## src/common/afu_consts.svh

```systemverilog
// Widths and codes shared by the design; tag count must not exceed 2**AFU_TAG_WIDTH
`ifndef AFU_CONSTS_SVH
`define AFU_CONSTS_SVH

//////////////////////////////
// Datapath widths
//////////////////////////////
`define AFU_ADDR_WIDTH 32
`define AFU_CU_ID_WIDTH 8
`define AFU_TAG_WIDTH 8
`define AFU_CREDIT_WIDTH 8

//////////////////////////////
// Buffer and tag sizing
//////////////////////////////
`define AFU_TAG_COUNT 16
`define AFU_CMD_FIFO_DEPTH 8

//////////////////////////////
// Bus command opcodes
//////////////////////////////
`define AFU_CMD_CODE_WIDTH 13
`define AFU_CODE_READ_CL_NA 13'h0A00
`define AFU_CODE_WRITE_NA 13'h0D00

`endif

```

## src/common/afu_cmd_pkg.sv

```systemverilog
// Command-side types; widths come from afu_consts.svh, which must be on the include path
package afu_cmd_pkg;

	`include "afu_consts.svh"

	//////////////////////////////
	// Command payload fields
	//////////////////////////////

	// Effective address of a cache line
	typedef logic [`AFU_ADDR_WIDTH-1:0] addr_t;

	// Compute unit that asked for the command
	typedef logic [`AFU_CU_ID_WIDTH-1:0] cu_id_t;

	// Tag as seen on the bus
	typedef logic [`AFU_TAG_WIDTH-1:0] tag_t;

	// Bus opcode
	typedef logic [`AFU_CMD_CODE_WIDTH-1:0] cmd_code_t;

	//////////////////////////////
	// Command classes
	//////////////////////////////

	// Order matters, the arbiter rotates in this order
	typedef enum logic [1:0] {
		CLASS_WED,
		CLASS_WRITE,
		CLASS_READ
	} cmd_class_t;

endpackage

```

## src/common/afu_rsp_pkg.sv

```systemverilog
// Response-side and control types; response codes follow the bus encoding
package afu_rsp_pkg;

	`include "afu_consts.svh"

	// Credit count, also the width of the room offer
	typedef logic [`AFU_CREDIT_WIDTH-1:0] credit_t;

	//////////////////////////////
	// Bus response codes
	//////////////////////////////
	typedef enum logic [7:0] {
		RSP_DONE    = 8'h00,
		RSP_AERROR  = 8'h01,
		RSP_DERROR  = 8'h03,
		RSP_NLOCK   = 8'h04,
		RSP_NRES    = 8'h05,
		RSP_FLUSHED = 8'h06,
		RSP_FAULT   = 8'h07,
		RSP_FAILED  = 8'h08,
		RSP_PAGED   = 8'h0A
	} rsp_code_t;

	//////////////////////////////
	// Control state
	//////////////////////////////

	// Idle loads credits from room, run issues commands
	typedef enum logic [1:0] {
		CTL_IDLE,
		CTL_RUN
	} ctl_state_t;

endpackage

```

## src/source/sync_fifo.sv

```systemverilog
// First-word-fall-through FIFO; a push while full and a pop while empty are ignored
`timescale 1ns/1ps

`include "afu_consts.svh"

module sync_fifo #(
	parameter int WIDTH = $bits(afu_cmd_pkg::addr_t) + $bits(afu_cmd_pkg::cu_id_t),
	parameter int DEPTH = `AFU_CMD_FIFO_DEPTH
) (
	input  logic             clock,
	input  logic             rstn,
	input  logic             push,
	input  logic [WIDTH-1:0] data_in,
	input  logic             pop,
	output logic [WIDTH-1:0] data_out,
	output logic             empty,
	output logic             full
);

	localparam int PTR_W = (DEPTH > 1) ? $clog2(DEPTH) : 1;
	localparam int CNT_W = $clog2(DEPTH + 1);

	logic [WIDTH-1:0] mem [DEPTH];
	logic [PTR_W-1:0] wr_ptr;
	logic [PTR_W-1:0] rd_ptr;
	logic [CNT_W-1:0] count;
	logic             do_push;
	logic             do_pop;

	assign empty = (count == '0);
	assign full  = (count == CNT_W'(DEPTH));

	assign do_push = push && !full;
	assign do_pop  = pop && !empty;

	// Head of the queue, valid whenever not empty
	assign data_out = mem[rd_ptr];

	always_ff @(posedge clock) begin
		if (do_push) begin
			mem[wr_ptr] <= data_in;
		end
	end

	//////////////////////////////
	// Pointers and fill level
	//////////////////////////////
	always_ff @(posedge clock or negedge rstn) begin
		if (!rstn) begin
			wr_ptr <= '0;
			rd_ptr <= '0;
			count  <= '0;
		end else begin
			if (do_push) begin
				wr_ptr <= (wr_ptr == PTR_W'(DEPTH - 1)) ? '0 : wr_ptr + 1'b1;
			end
			if (do_pop) begin
				rd_ptr <= (rd_ptr == PTR_W'(DEPTH - 1)) ? '0 : rd_ptr + 1'b1;
			end
			// Push and pop together leave the count alone
			if (do_push && !do_pop) begin
				count <= count + 1'b1;
			end else if (do_pop && !do_push) begin
				count <= count - 1'b1;
			end
		end
	end

endmodule

```

## src/command/cmd_rr_arbiter.sv

```systemverilog
// Round-robin over wed, write and read buffers; one grant per cycle, bus command registered
`timescale 1ns/1ps

`include "afu_consts.svh"

module cmd_rr_arbiter (
	input  logic                   clock,
	input  logic                   rstn,
	input  logic                   issue_enable,
	input  logic                   wed_empty,
	input  logic                   write_empty,
	input  logic                   read_empty,
	input  afu_cmd_pkg::addr_t     wed_addr,
	input  afu_cmd_pkg::addr_t     write_addr,
	input  afu_cmd_pkg::addr_t     read_addr,
	input  afu_cmd_pkg::cu_id_t    wed_cu_id,
	input  afu_cmd_pkg::cu_id_t    write_cu_id,
	input  afu_cmd_pkg::cu_id_t    read_cu_id,
	input  afu_cmd_pkg::tag_t      free_tag,
	output logic                   wed_pop,
	output logic                   write_pop,
	output logic                   read_pop,
	output logic                   grant_valid,
	output afu_cmd_pkg::cmd_class_t grant_class,
	output logic                   command_valid,
	output afu_cmd_pkg::tag_t      command_tag,
	output afu_cmd_pkg::cmd_code_t command_code,
	output afu_cmd_pkg::addr_t     command_addr,
	output afu_cmd_pkg::cu_id_t    command_cu_id
);

	import afu_cmd_pkg::*;

	logic [2:0] request;
	cmd_class_t ptr;

	// Indexed by class encoding
	assign request = {!read_empty, !write_empty, !wed_empty};

	//////////////////////////////
	// Grant selection
	//////////////////////////////
	always_comb begin
		int   idx;
		logic found;
		found       = 1'b0;
		grant_class = CLASS_WED;
		// Walk from the pointer and take the first class with work
		for (int i = 0; i < 3; i++) begin
			idx = (int'(ptr) + i) % 3;
			if (!found && request[idx]) begin
				found       = 1'b1;
				grant_class = cmd_class_t'(idx);
			end
		end
		grant_valid = issue_enable && found;
	end

	assign wed_pop   = grant_valid && (grant_class == CLASS_WED);
	assign write_pop = grant_valid && (grant_class == CLASS_WRITE);
	assign read_pop  = grant_valid && (grant_class == CLASS_READ);

	always_ff @(posedge clock or negedge rstn) begin
		if (!rstn) begin
			ptr <= CLASS_WED;
		end else if (grant_valid) begin
			ptr <= (grant_class == CLASS_READ) ? CLASS_WED : cmd_class_t'(grant_class + 2'd1);
		end
	end

	//////////////////////////////
	// Bus command register
	//////////////////////////////
	always_ff @(posedge clock or negedge rstn) begin
		if (!rstn) begin
			command_valid <= 1'b0;
		end else begin
			command_valid <= grant_valid;
		end
	end

	always_ff @(posedge clock) begin
		if (grant_valid) begin
			command_tag <= free_tag;
			case (grant_class)
				CLASS_WRITE: begin
					command_code  <= cmd_code_t'(`AFU_CODE_WRITE_NA);
					command_addr  <= write_addr;
					command_cu_id <= write_cu_id;
				end
				CLASS_READ: begin
					command_code  <= cmd_code_t'(`AFU_CODE_READ_CL_NA);
					command_addr  <= read_addr;
					command_cu_id <= read_cu_id;
				end
				default: begin
					// Work element is fetched with a plain line read
					command_code  <= cmd_code_t'(`AFU_CODE_READ_CL_NA);
					command_addr  <= wed_addr;
					command_cu_id <= wed_cu_id;
				end
			endcase
		end
	end

endmodule

```

## src/command/issue_control.sv

```systemverilog
// Enable FSM, shared credit counter and response input stage; one credit is always held back
`timescale 1ns/1ps

module issue_control (
	input  logic                  clock,
	input  logic                  rstn,
	input  logic                  enabled_in,
	input  afu_rsp_pkg::credit_t  room,
	input  logic                  grant_valid,
	input  logic                  tag_available,
	input  logic                  any_pending,
	input  logic                  response_valid,
	input  afu_cmd_pkg::tag_t     response_tag,
	input  afu_rsp_pkg::rsp_code_t response_code,
	input  afu_rsp_pkg::credit_t  response_credits,
	output logic                  issue_enable,
	output logic                  rsp_stage_valid,
	output afu_cmd_pkg::tag_t     rsp_stage_tag,
	output afu_rsp_pkg::rsp_code_t rsp_stage_code
);

	import afu_rsp_pkg::*;

	ctl_state_t state;
	ctl_state_t state_next;
	credit_t    credits;
	credit_t    credit_add;
	credit_t    credit_sub;

	//////////////////////////////
	// Enable FSM
	//////////////////////////////
	always_comb begin
		state_next = state;
		case (state)
			CTL_IDLE: begin
				if (enabled_in) begin
					state_next = CTL_RUN;
				end
			end
			CTL_RUN: begin
				if (!enabled_in) begin
					state_next = CTL_IDLE;
				end
			end
			default: state_next = CTL_IDLE;
		endcase
	end

	always_ff @(posedge clock or negedge rstn) begin
		if (!rstn) begin
			state <= CTL_IDLE;
		end else begin
			state <= state_next;
		end
	end

	//////////////////////////////
	// Credit counter
	//////////////////////////////
	assign credit_add = response_valid ? response_credits : '0;
	assign credit_sub = grant_valid ? credit_t'(1) : '0;

	always_ff @(posedge clock or negedge rstn) begin
		if (!rstn) begin
			credits <= '0;
		end else if (state == CTL_IDLE) begin
			// Bus room is only trusted while disabled
			credits <= room;
		end else begin
			credits <= credits + credit_add - credit_sub;
		end
	end

	// Last credit stays in reserve
	assign issue_enable = (state == CTL_RUN) && (credits > credit_t'(1))
		&& tag_available && any_pending;

	//////////////////////////////
	// Response input stage
	//////////////////////////////
	always_ff @(posedge clock or negedge rstn) begin
		if (!rstn) begin
			rsp_stage_valid <= 1'b0;
		end else begin
			rsp_stage_valid <= response_valid;
		end
	end

	always_ff @(posedge clock) begin
		rsp_stage_tag  <= response_tag;
		rsp_stage_code <= response_code;
	end

endmodule

```

## src/source/tag_table.sv

```systemverilog
// Tag allocator and lookup; only the low tag bits index the table, upper bits are ignored
`timescale 1ns/1ps

`include "afu_consts.svh"

module tag_table (
	input  logic                    clock,
	input  logic                    rstn,
	input  logic                    grant_valid,
	input  afu_cmd_pkg::cmd_class_t grant_class,
	input  afu_cmd_pkg::cu_id_t     grant_cu_id,
	input  logic                    rsp_stage_valid,
	input  afu_cmd_pkg::tag_t       rsp_stage_tag,
	input  afu_rsp_pkg::rsp_code_t  rsp_stage_code,
	output afu_cmd_pkg::tag_t       free_tag,
	output logic                    tag_available,
	output logic                    rsp_valid,
	output afu_cmd_pkg::cmd_class_t rsp_class,
	output afu_cmd_pkg::cu_id_t     rsp_cu_id,
	output afu_rsp_pkg::rsp_code_t  rsp_code,
	output logic                    rsp_error
);

	import afu_cmd_pkg::*;
	import afu_rsp_pkg::*;

	localparam int IDX_W = $clog2(`AFU_TAG_COUNT);

	logic [`AFU_TAG_COUNT-1:0] busy;
	cmd_class_t                class_mem [`AFU_TAG_COUNT];
	cu_id_t                    cu_mem [`AFU_TAG_COUNT];
	logic [IDX_W-1:0]          free_idx;
	logic [IDX_W-1:0]          rsp_idx;

	//////////////////////////////
	// Lowest free tag
	//////////////////////////////
	always_comb begin
		free_idx = '0;
		// Descending walk so the lowest free index wins
		for (int i = `AFU_TAG_COUNT - 1; i >= 0; i--) begin
			if (!busy[i]) begin
				free_idx = IDX_W'(i);
			end
		end
	end

	assign free_tag      = tag_t'(free_idx);
	assign tag_available = !(&busy);
	assign rsp_idx       = rsp_stage_tag[IDX_W-1:0];

	always_ff @(posedge clock or negedge rstn) begin
		if (!rstn) begin
			busy <= '0;
		end else begin
			if (rsp_stage_valid) begin
				busy[rsp_idx] <= 1'b0;
			end
			if (grant_valid) begin
				busy[free_idx] <= 1'b1;
			end
		end
	end

	// Class and requester per outstanding tag
	always_ff @(posedge clock) begin
		if (grant_valid) begin
			class_mem[free_idx] <= grant_class;
			cu_mem[free_idx]    <= grant_cu_id;
		end
	end

	//////////////////////////////
	// Response output
	//////////////////////////////
	always_ff @(posedge clock or negedge rstn) begin
		if (!rstn) begin
			rsp_valid <= 1'b0;
			rsp_error <= 1'b0;
		end else begin
			rsp_valid <= rsp_stage_valid;
			rsp_error <= rsp_stage_valid && (rsp_stage_code != RSP_DONE);
		end
	end

	always_ff @(posedge clock) begin
		if (rsp_stage_valid) begin
			rsp_class <= class_mem[rsp_idx];
			rsp_cu_id <= cu_mem[rsp_idx];
			rsp_code  <= rsp_stage_code;
		end
	end

endmodule

```

## src/source/afu_control.sv

```systemverilog
// Command and response control top; the bus has no ready, so issue stops only on credits or tags
`timescale 1ns/1ps

module afu_control (
	input  logic                    clock,
	input  logic                    rstn,
	input  logic                    enabled_in,
	input  afu_rsp_pkg::credit_t    room,
	input  logic                    wed_cmd_push,
	input  afu_cmd_pkg::addr_t      wed_cmd_addr,
	input  afu_cmd_pkg::cu_id_t     wed_cmd_cu_id,
	output logic                    wed_cmd_full,
	input  logic                    write_cmd_push,
	input  afu_cmd_pkg::addr_t      write_cmd_addr,
	input  afu_cmd_pkg::cu_id_t     write_cmd_cu_id,
	output logic                    write_cmd_full,
	input  logic                    read_cmd_push,
	input  afu_cmd_pkg::addr_t      read_cmd_addr,
	input  afu_cmd_pkg::cu_id_t     read_cmd_cu_id,
	output logic                    read_cmd_full,
	input  logic                    response_valid,
	input  afu_cmd_pkg::tag_t       response_tag,
	input  afu_rsp_pkg::rsp_code_t  response_code,
	input  afu_rsp_pkg::credit_t    response_credits,
	output logic                    command_valid,
	output afu_cmd_pkg::tag_t       command_tag,
	output afu_cmd_pkg::cmd_code_t  command_code,
	output afu_cmd_pkg::addr_t      command_addr,
	output afu_cmd_pkg::cu_id_t     command_cu_id,
	output logic                    rsp_valid,
	output afu_cmd_pkg::cmd_class_t rsp_class,
	output afu_cmd_pkg::cu_id_t     rsp_cu_id,
	output afu_rsp_pkg::rsp_code_t  rsp_code,
	output logic                    rsp_error
);

	import afu_cmd_pkg::*;
	import afu_rsp_pkg::*;

	localparam int CU_W   = $bits(cu_id_t);
	localparam int WORD_W = $bits(addr_t) + CU_W;

	logic [WORD_W-1:0] wed_head;
	logic [WORD_W-1:0] write_head;
	logic [WORD_W-1:0] read_head;
	logic              wed_empty;
	logic              write_empty;
	logic              read_empty;
	logic              wed_pop;
	logic              write_pop;
	logic              read_pop;
	logic              any_pending;
	logic              issue_enable;
	logic              grant_valid;
	cmd_class_t        grant_class;
	cu_id_t            grant_cu_id;
	tag_t              free_tag;
	logic              tag_available;
	logic              rsp_stage_valid;
	tag_t              rsp_stage_tag;
	rsp_code_t         rsp_stage_code;

	//////////////////////////////
	// Command buffers
	//////////////////////////////
	sync_fifo #(.WIDTH(WORD_W), .DEPTH(`AFU_CMD_FIFO_DEPTH)) u_wed_fifo (
		.clock(clock), .rstn(rstn), .push(wed_cmd_push),
		.data_in({wed_cmd_addr, wed_cmd_cu_id}), .pop(wed_pop),
		.data_out(wed_head), .empty(wed_empty), .full(wed_cmd_full)
	);

	sync_fifo #(.WIDTH(WORD_W), .DEPTH(`AFU_CMD_FIFO_DEPTH)) u_write_fifo (
		.clock(clock), .rstn(rstn), .push(write_cmd_push),
		.data_in({write_cmd_addr, write_cmd_cu_id}), .pop(write_pop),
		.data_out(write_head), .empty(write_empty), .full(write_cmd_full)
	);

	sync_fifo #(.WIDTH(WORD_W), .DEPTH(`AFU_CMD_FIFO_DEPTH)) u_read_fifo (
		.clock(clock), .rstn(rstn), .push(read_cmd_push),
		.data_in({read_cmd_addr, read_cmd_cu_id}), .pop(read_pop),
		.data_out(read_head), .empty(read_empty), .full(read_cmd_full)
	);

	assign any_pending = !wed_empty || !write_empty || !read_empty;

	// Requester of the granted head goes into the tag table
	always_comb begin
		case (grant_class)
			CLASS_WRITE: grant_cu_id = write_head[CU_W-1:0];
			CLASS_READ:  grant_cu_id = read_head[CU_W-1:0];
			default:     grant_cu_id = wed_head[CU_W-1:0];
		endcase
	end

	//////////////////////////////
	// Arbiter, control, tags
	//////////////////////////////
	cmd_rr_arbiter u_arbiter (
		.clock(clock), .rstn(rstn), .issue_enable(issue_enable),
		.wed_empty(wed_empty), .write_empty(write_empty), .read_empty(read_empty),
		.wed_addr(wed_head[WORD_W-1:CU_W]), .write_addr(write_head[WORD_W-1:CU_W]),
		.read_addr(read_head[WORD_W-1:CU_W]), .wed_cu_id(wed_head[CU_W-1:0]),
		.write_cu_id(write_head[CU_W-1:0]), .read_cu_id(read_head[CU_W-1:0]),
		.free_tag(free_tag), .wed_pop(wed_pop), .write_pop(write_pop), .read_pop(read_pop),
		.grant_valid(grant_valid), .grant_class(grant_class),
		.command_valid(command_valid), .command_tag(command_tag),
		.command_code(command_code), .command_addr(command_addr),
		.command_cu_id(command_cu_id)
	);

	issue_control u_issue_control (
		.clock(clock), .rstn(rstn), .enabled_in(enabled_in), .room(room),
		.grant_valid(grant_valid), .tag_available(tag_available),
		.any_pending(any_pending), .response_valid(response_valid),
		.response_tag(response_tag), .response_code(response_code),
		.response_credits(response_credits), .issue_enable(issue_enable),
		.rsp_stage_valid(rsp_stage_valid), .rsp_stage_tag(rsp_stage_tag),
		.rsp_stage_code(rsp_stage_code)
	);

	tag_table u_tag_table (
		.clock(clock), .rstn(rstn), .grant_valid(grant_valid),
		.grant_class(grant_class), .grant_cu_id(grant_cu_id),
		.rsp_stage_valid(rsp_stage_valid), .rsp_stage_tag(rsp_stage_tag),
		.rsp_stage_code(rsp_stage_code), .free_tag(free_tag),
		.tag_available(tag_available), .rsp_valid(rsp_valid), .rsp_class(rsp_class),
		.rsp_cu_id(rsp_cu_id), .rsp_code(rsp_code), .rsp_error(rsp_error)
	);

endmodule

```

## config.mk

```make
export PLATFORM = sky130hd
export DESIGN_NAME = afu_control
export DESIGN_NICKNAME = d
export VERILOG_FILES = /design/src/common/afu_cmd_pkg.sv /design/src/common/afu_rsp_pkg.sv /design/src/source/sync_fifo.sv /design/src/command/cmd_rr_arbiter.sv /design/src/command/issue_control.sv /design/src/source/tag_table.sv /design/src/source/afu_control.sv
export VERILOG_INCLUDE_DIRS = /design/src /design/src/common
export SDC_FILE = /design/constraint.sdc
export NUM_CORES = 1
export LEC_CHECK = 0
export BUFFER_PORTS_ARGS = -buffer_cell sky130_fd_sc_hd__buf_2
export CORE_ASPECT_RATIO = 0.5
export CORE_MARGIN = 2
export CORE_UTILIZATION = 45
export DETAILED_ROUTE_END_ITERATION = 7
export GPL_TIMING_DRIVEN = 1
export SLEW_MARGIN = 20
export SYNTH_ARGS = -nofsm -noshare
export SYNTH_HDL_FRONTEND = slang
export SYNTH_SLANG_ARGS = --single-unit
```

## constraint.sdc

```tcl
create_clock -name clock -period 13.4 [get_ports clock]
set_clock_uncertainty 0.15 [all_clocks]
set_input_delay 2.01 -clock clock [delete_from_list [all_inputs] [get_ports clock]]
set_output_delay 2.01 -clock clock [all_outputs]
set_load 0.02 [all_outputs]
```

Yosys cells after proc, flatten, opt, wreduce, memory -nomap -nowiden. Memories as Yosys holds them, arrays and structs flattened. A register that Yosys moved wholly into a read port is not among the register bits. Index checks and enable logic that the tools add are counted.

Memories: 5. Input bits: 159. Output and inout bits: 85. Flip-flop bits (word level): 139. Logic and storage cells: 193. Bits in writable memories: 1120.

Memory list: u_read_fifo.mem (words 8, bits a word 40, rd ports 1, clocked after memory_dff 0, wr ports 1, line sync_fifo.sv:23) `logic [WIDTH-1:0] mem [DEPTH];`; u_wed_fifo.mem (words 8, bits a word 40, rd ports 1, clocked after memory_dff 0, wr ports 1, line sync_fifo.sv:23); u_write_fifo.mem (words 8, bits a word 40, rd ports 1, clocked after memory_dff 0, wr ports 1, line sync_fifo.sv:23); u_tag_table.cu_mem (words 16, bits a word 8, rd ports 1, clocked after memory_dff 1, wr ports 1, line tag_table.sv:31) `` cu_id_t cu_mem [`AFU_TAG_COUNT]; ``; u_tag_table.class_mem (words 16, bits a word 2, rd ports 1, clocked after memory_dff 1, wr ports 1, line tag_table.sv:30) `` cmd_class_t class_mem [`AFU_TAG_COUNT]; ``.

Bitwise logic cells: 3. Divide/modulo/power cells: 3. $lt $le $gt $ge: 8. Mux-type cells: 67. Equal/unequal tests: 14. Add/sub/neg operators: 17. Reduce and logical (&&, ||, !) cells: 52.

Operators with widths (number): $lt 32x4->1 const B (3); $mux 4 (22); $mod 32x3->32 const B (2); $pmux 32 s2 (1); $mod 3x3->32 const B (1); $mux 16 (2); $logic_and 1x1->1 (24); $mux 1 (20); $add 3x1->3 const B (6); $eq 3x3->1 const B (6); $mux 3 (6); $and 16x16->16 (1); $mux 8 (2); $not 16->16 (1); $or 16x16->16 (1); $pmux 8 s2 (1); $reduce_and 16->1 (1); $logic_not 1->1 (15); $add 4x1->4 const B (3); $eq 4x4->1 const B (3); $logic_not 4->1 (3); $mux 2 (6); $sub 4x1->4 const B (3); $mux 11 (1); 19 further kinds (30).

Longest topological paths before layout.
Depth in word-level cells: 22. Mapped depth: 20. Gate-level depth less buffers: 19.

Cells and area by module. Synthesis repeated with hierarchy kept, for this count alone.

Cell total of the unflattened synthesis: 2365. Area total of the unflattened synthesis: 50758.7 µm².

Modules (own cells, without submodules): sync_fifo (u_read_fifo ...) (instances 2, cells each 527, sequential area each 9859.5 µm², area an instance 12961.2 µm²); sync_fifo (u_wed_fifo) (instances 1, cells each 529, sequential area each 9859.5 µm², area an instance 12964.9 µm²); tag_table (instances 1, cells each 381, sequential area each 5795.6 µm², area an instance 7702.4 µm²); cmd_rr_arbiter (instances 1, cells each 247, sequential area each 1576.5 µm², area an instance 2751.4 µm²); issue_control (instances 1, cells each 122, sequential area each 570.5 µm², area an instance 1219.9 µm²); afu_control (instances 1, cells each 32, sequential area each 0.0 µm², area an instance 197.7 µm²).

Worst setup path after synthesis. OpenSTA, ideal clock, no wires.

Path kind: input-to-reg. From: in read_cmd_push. To: mem u_read_fifo.mem[0][0] (netlist bit), enable pin. Arrival time: 6005 ps. Stages: 2. Setup slack: 6708 ps. Data required time: 12713 ps. Buffers on the path: 0. Library setup time: 537 ps. Cell sequence: nand2_1 nor4_1.

Word-level cells in the longest chain between the ends: 3.

Ends and longest elaborated chain: from (decl) (line afu_control.sv:17) `input logic read_cmd_push,`; $logic_and 1x1->1 (line sync_fifo.sv:33) `assign do_push = push && !full;`; $mux 1 (line sync_fifo.sv:40) `if (do_push) begin`; $mux 1 (not written as such) (line sync_fifo.sv:41) `mem[wr_ptr] <= data_in;`; to (decl) (line sync_fifo.sv:23).

No other way between the ends.

Final worst setup path.
From: reg u_wed_fifo.count[2]. To: reg u_write_fifo.count[3].

Word-level cells in the longest chain between the ends: 18. Elaborated cells on any way between the ends: 33. Classes of those cells: 1 x eq/ne; 16 x mux; 16 x reduce/logical.

Ends and longest elaborated chain: from (decl) (line sync_fifo.sv:26) `logic [CNT_W-1:0] count;`; from (signal assigned) (line sync_fifo.sv:62) `count <= count + 1'b1;`; from (signal assigned) (line sync_fifo.sv:64) `count <= count - 1'b1;`; $logic_not 4->1 (*) (line sync_fifo.sv:30) `assign empty = (count == '0);`; $logic_not 1->1 (*) (line cmd_rr_arbiter.sv:38) `assign request = {!read_empty, !write_empty, !wed_empty};`; $bmux 1 s2 (line cmd_rr_arbiter.sv:51) `if (!found && request[idx]) begin`; $mux 1 (not written as such) (2 in series) (line cmd_rr_arbiter.sv:51); $mux 1 (line cmd_rr_arbiter.sv:51); $logic_not 1->1 (line cmd_rr_arbiter.sv:51); $logic_and 1x1->1 (line cmd_rr_arbiter.sv:51); $mux 1 (line cmd_rr_arbiter.sv:51); (+2 left out); $mux 2 (*) (line cmd_rr_arbiter.sv:51); named net grant_class[0] (line afu_control.sv:55) `cmd_class_t grant_class;`; $eq 2x1->1 (*) (line cmd_rr_arbiter.sv:60) `assign write_pop = grant_valid && (grant_class == CLASS_WRITE);`; $logic_and 1x1->1 (*) (line cmd_rr_arbiter.sv:60); $logic_and 1x1->1 (*) (line sync_fifo.sv:34) `assign do_pop = pop && !empty;`; $logic_not 1->1 (line sync_fifo.sv:61) `if (do_push && !do_pop) begin`; $logic_and 1x1->1 (line sync_fifo.sv:61); $mux 4 / $reduce_bool 2->1 (equally long branches); to (signal assigned) (line sync_fifo.sv:62); to (signal assigned) (line sync_fifo.sv:64); to (decl) (line sync_fifo.sv:26).

Mark *: on every way through the listed nets, which the timed path passes. The rest lies on a longest branch. The select of a mux whose other input is x is not followed. A chain may end at the register's enable or synchronous reset.

==> summary.md <==
| Metric | Value |
|---|---|
| Worst VDD drop | 0.242 mV |
| Pins Over Slew Limit | 0 |
| # rows | 85 |
| Overall Power | 13.1 mW |
| Most frequent cells in the layout | edfxtp_1, mux4_2, buf_2 |
| Drt pass-1 iters | 7 |
| Nets | 2793 |
| DR vias | 23.1k |
| Worst EP required | 13.83 ns |
| Buffers on Ports | between 200 and 250 |
| Vias per cell | approximately 5.6 |
| Setup TNS | 0 ns |
| Worst hold margin | roughly 0.29 ns |
| Prevailing post-synth register cell | edfxtp_1 |
| Critical path arrival | 5.74 ns |
| Die height | 238 um |
| Distinct cells, synth | 69 |
| Hold Path Cell Cnt | 0 |
| Setup Fix Bufs, Post-CTS | 0 |
| Slowest cell delay on critical path | 0.76 ns |
| Cts repair resizes | 0 |
| Placer Congestion | a little over 0.8 |
| Setup repair after global routing missed its margin | false |
| Total GRT Usage | between 10% and 20% |
| Worst-margin pin slew | 1.25 ns |
| CP max stage cell | nor2_1 |
| Critical path, cell by cell | nor4_2 -> a211oi_1 -> nor3_4 -> a311oi_1 -> nor2_1 -> ha_2 -> buf_4 -> and3_4 -> inv_1 -> ha_1 -> inv_1 -> ha_1 -> a21o_1 -> a21oi_1 -> xnor2_1 -> nor2_1 -> xor2_1 |
| Min Clock Period, post-route | around 5.3 ns |
| Area growth syn-to-layout | 13.2% |
| HPWL Detailed | 62500 um |
| Routed WL | roughly 110000 um |
| IO Count | 244 |
| Clock transition at the registers of the reported paths | 0.07 ns |
| CTS tree | yes |
| Sequential cell area | between 0.03 and 0.04 mm^2 |
| Mapped Area | between 0.04 and 0.05 mm^2 |
| Hold crit path type | reg2reg |
| Root buf cell | clkbuf_16 |
| Post-synth EDFFs | 1184 |
| Starting DRT DRC Count | 2227 |
| Starting Density | 45.5% |
| Mapped Cells | 2297 |
| Worst setup EP type | flop |
| Syn_area_per_cell | approximately 21 um^2 |
| Synthesized flop and latch total | roughly 1.3k |
| Register area share after synthesis | 76.0% |
| Filler cells | 8528 |
| Pin count of the biggest net entering global routing | 69 |
| Synth Warn # | 0 |
| Num Clock Sinks | 1257 |
| Clock insertion delay at the later pin of the skew report | roughly 0.73 ns |
| Maxcap violations | 0 |
| Tcrit/Tclk final | 39.6% |
| Status | finished clean |
| Clock Tree Buf Depth | 3 |
| Initial antenna violation count | 24 |
| FF-to-FF path depth | 17 |
| Peak Freq | 0.188 GHz |
| Hold Buf Count CTS | 0 |
| Post-route insts no fill | slightly above 4k |
| Core area | 0.108 mm^2 |
| Overflow after GRT | 0 |
| Crit path kind | reg2reg |
| Commonest non-fill, non-tap cell in the layout | edfxtp_1 |
| Final hold vios | 0 |
| PD cells | 236 mW/mm^2 |
| Vias in the first global route | 23.1k |
| TritonCTS Buffers | 108 |
| CP max FO | 44 |
| Final core utilization | 51.5% |
| Die X | 471 um |
| CTS HTree Levels | 3 |
| WL/cell | approximately 26 um |
| Area of the multi-input gates | 0.0112 mm^2 |
| DRC | 0 |
| CP startpoint kind | flop |
| Die area | 0.112 mm^2 |
| Ratio of cells with drive above 1 in the final layout | 33.5% |
| Post-DRT Antenna Nets | 0 |
| Leakage | 18.2 nW |
| Inst Count DP | 3913 |
| First-pass GRT wire length | 158000 um |
| Endpoints failing setup | 0 |
| Slew margin rel. | 15.9% |
| Asr flop ratio synth | 4.85% |
==> flip-flops by register name, indices dropped and copies added, names as in the netlist, 4 cells and up <==
name / cells
u_arbiter.command_addr: 32
u_arbiter.command_cu_id: 8
u_arbiter.command_tag: 4
u_issue_control.credits: 8
u_issue_control.rsp_stage_code: 8
u_issue_control.rsp_stage_tag: 4
u_read_fifo.count: 4
u_read_fifo.mem: 320
u_tag_table.busy: 16
u_tag_table.class_mem: 32
u_tag_table.cu_mem: 128
u_tag_table.rsp_code: 8
u_tag_table.rsp_cu_id: 8
u_wed_fifo.count: 4
u_wed_fifo.mem: 320
u_write_fifo.count: 4
u_write_fifo.mem: 320
==> synthesized netlist by cell type (all sizes together) (3+ instances only) <==
cell type | number | share of area [%]
a21o | 8 | 0.12
dfrtp | 61 | 3.1
nor4 | 8 | 0.14
ha | 42 | 1.1
nand2 | 53 | 0.41
mux2 | 98 | 2.3
mux4 | 290 | 13
xnor2 | 14 | 0.25
a21boi | 3 | 0.069
o21ai | 45 | 0.46
nand2b | 15 | 0.19
or2 | 4 | 0.051
nor2 | 40 | 0.31
dfxtp | 12 | 0.49
a22oi | 40 | 0.61
nor3 | 25 | 0.28
clkbuf | 67 | 0.61
a21oi | 51 | 0.53
a211oi | 42 | 0.64
nor2b | 43 | 0.55
xor2 | 4 | 0.071
inv | 48 | 0.37
edfxtp | 1184 | 72
nand3b | 3 | 0.046
and3 | 4 | 0.071
buf | 52 | 0.69
fa | 4 | 0.16
o31ai | 3 | 0.046
==> per-stage QoR <==
step,instance area (um^2),setup slack [ns]
floorplan,49100,6.71
global placement,52100,8.08
detailed placement,52100,7.94
CTS,55600,7.91
global route,55600,7.73
finish,55600,8.09
==> cell type report <==
class	instances	share of cell area [%]
antenna	3	0.0135
clock buffer	140	5.23
clock inverter	61	1.02
inverter	48	0.324
multi-input combinational	883	20.1
sequential	1257	67.2
tap	1435	3.23
timing repair buffer	290	2.92
==> per-layer routing <==
layer  up-vias  track usage [%]  part of all wire, %
met5         -                0                0.068
met4        14             5.15                  2.6
met3       166             5.00                  6.8
met2       621             30.7                   48
met1     12300             27.0                   43
li1      10000                -                    -
==> critical path, delay by kind of cell, from the launching register on <==
kind	cells	cell delay [ns]
AOI/OAI and AO/OA	4	0.66
xor gates and xnor gates	2	0.27
adders and majority gates	3	0.79
buffers and inverters	3	0.76
DFF	1	0.42
and+or+nand+nor	5	2.11
==> kinds of logic after synthesis <==
group | count (synthesis) | share of synthesized area, %
AO/OA/AOI/OAI | 203 | 2.71
AND/OR/NAND/NOR | 212 | 2.32
flip-flops | 1257 | 76.0
multiplexers | 390 | 15.7
buffers and inverters | 169 | 1.74
other | 2 | 0.0153
XOR/XNOR | 18 | 0.321
adder cells (fa/ha/maj) | 46 | 1.23
==> final timing paths <==
check	from	end	slack (ns)
worst max register to register	u_wed_fifo.count[2]$_DFFE_PN0P_	u_write_fifo.count[3]$_DFFE_PN0P_	8.09
worst min-delay path	u_issue_control.rsp_stage_code[7]$_DFF_P_	u_tag_table.rsp_code[7]$_DFFE_PP_	0.29
min in group asynchronous	rstn	u_tag_table.busy[7]$_DFF_PN0_	1.26
max in group asynchronous	rstn	u_write_fifo.rd_ptr[1]$_DFFE_PN0P_	11.08
worst max-delay path	u_wed_fifo.count[2]$_DFFE_PN0P_	u_write_fifo.count[3]$_DFFE_PN0P_	8.09
worst min register to register	u_issue_control.rsp_stage_code[7]$_DFF_P_	u_tag_table.rsp_code[7]$_DFFE_PP_	0.29
==> where the power goes <==
part           switching, mW  internal [mW]  leakage [nW]
Clock                   1.42           1.69          1.70
Sequential             0.358           5.35          11.6
Combinational           2.65           1.67          4.92
Total                   4.43           8.71          18.2
Note: power is estimated with default switching activity, not from simulation.
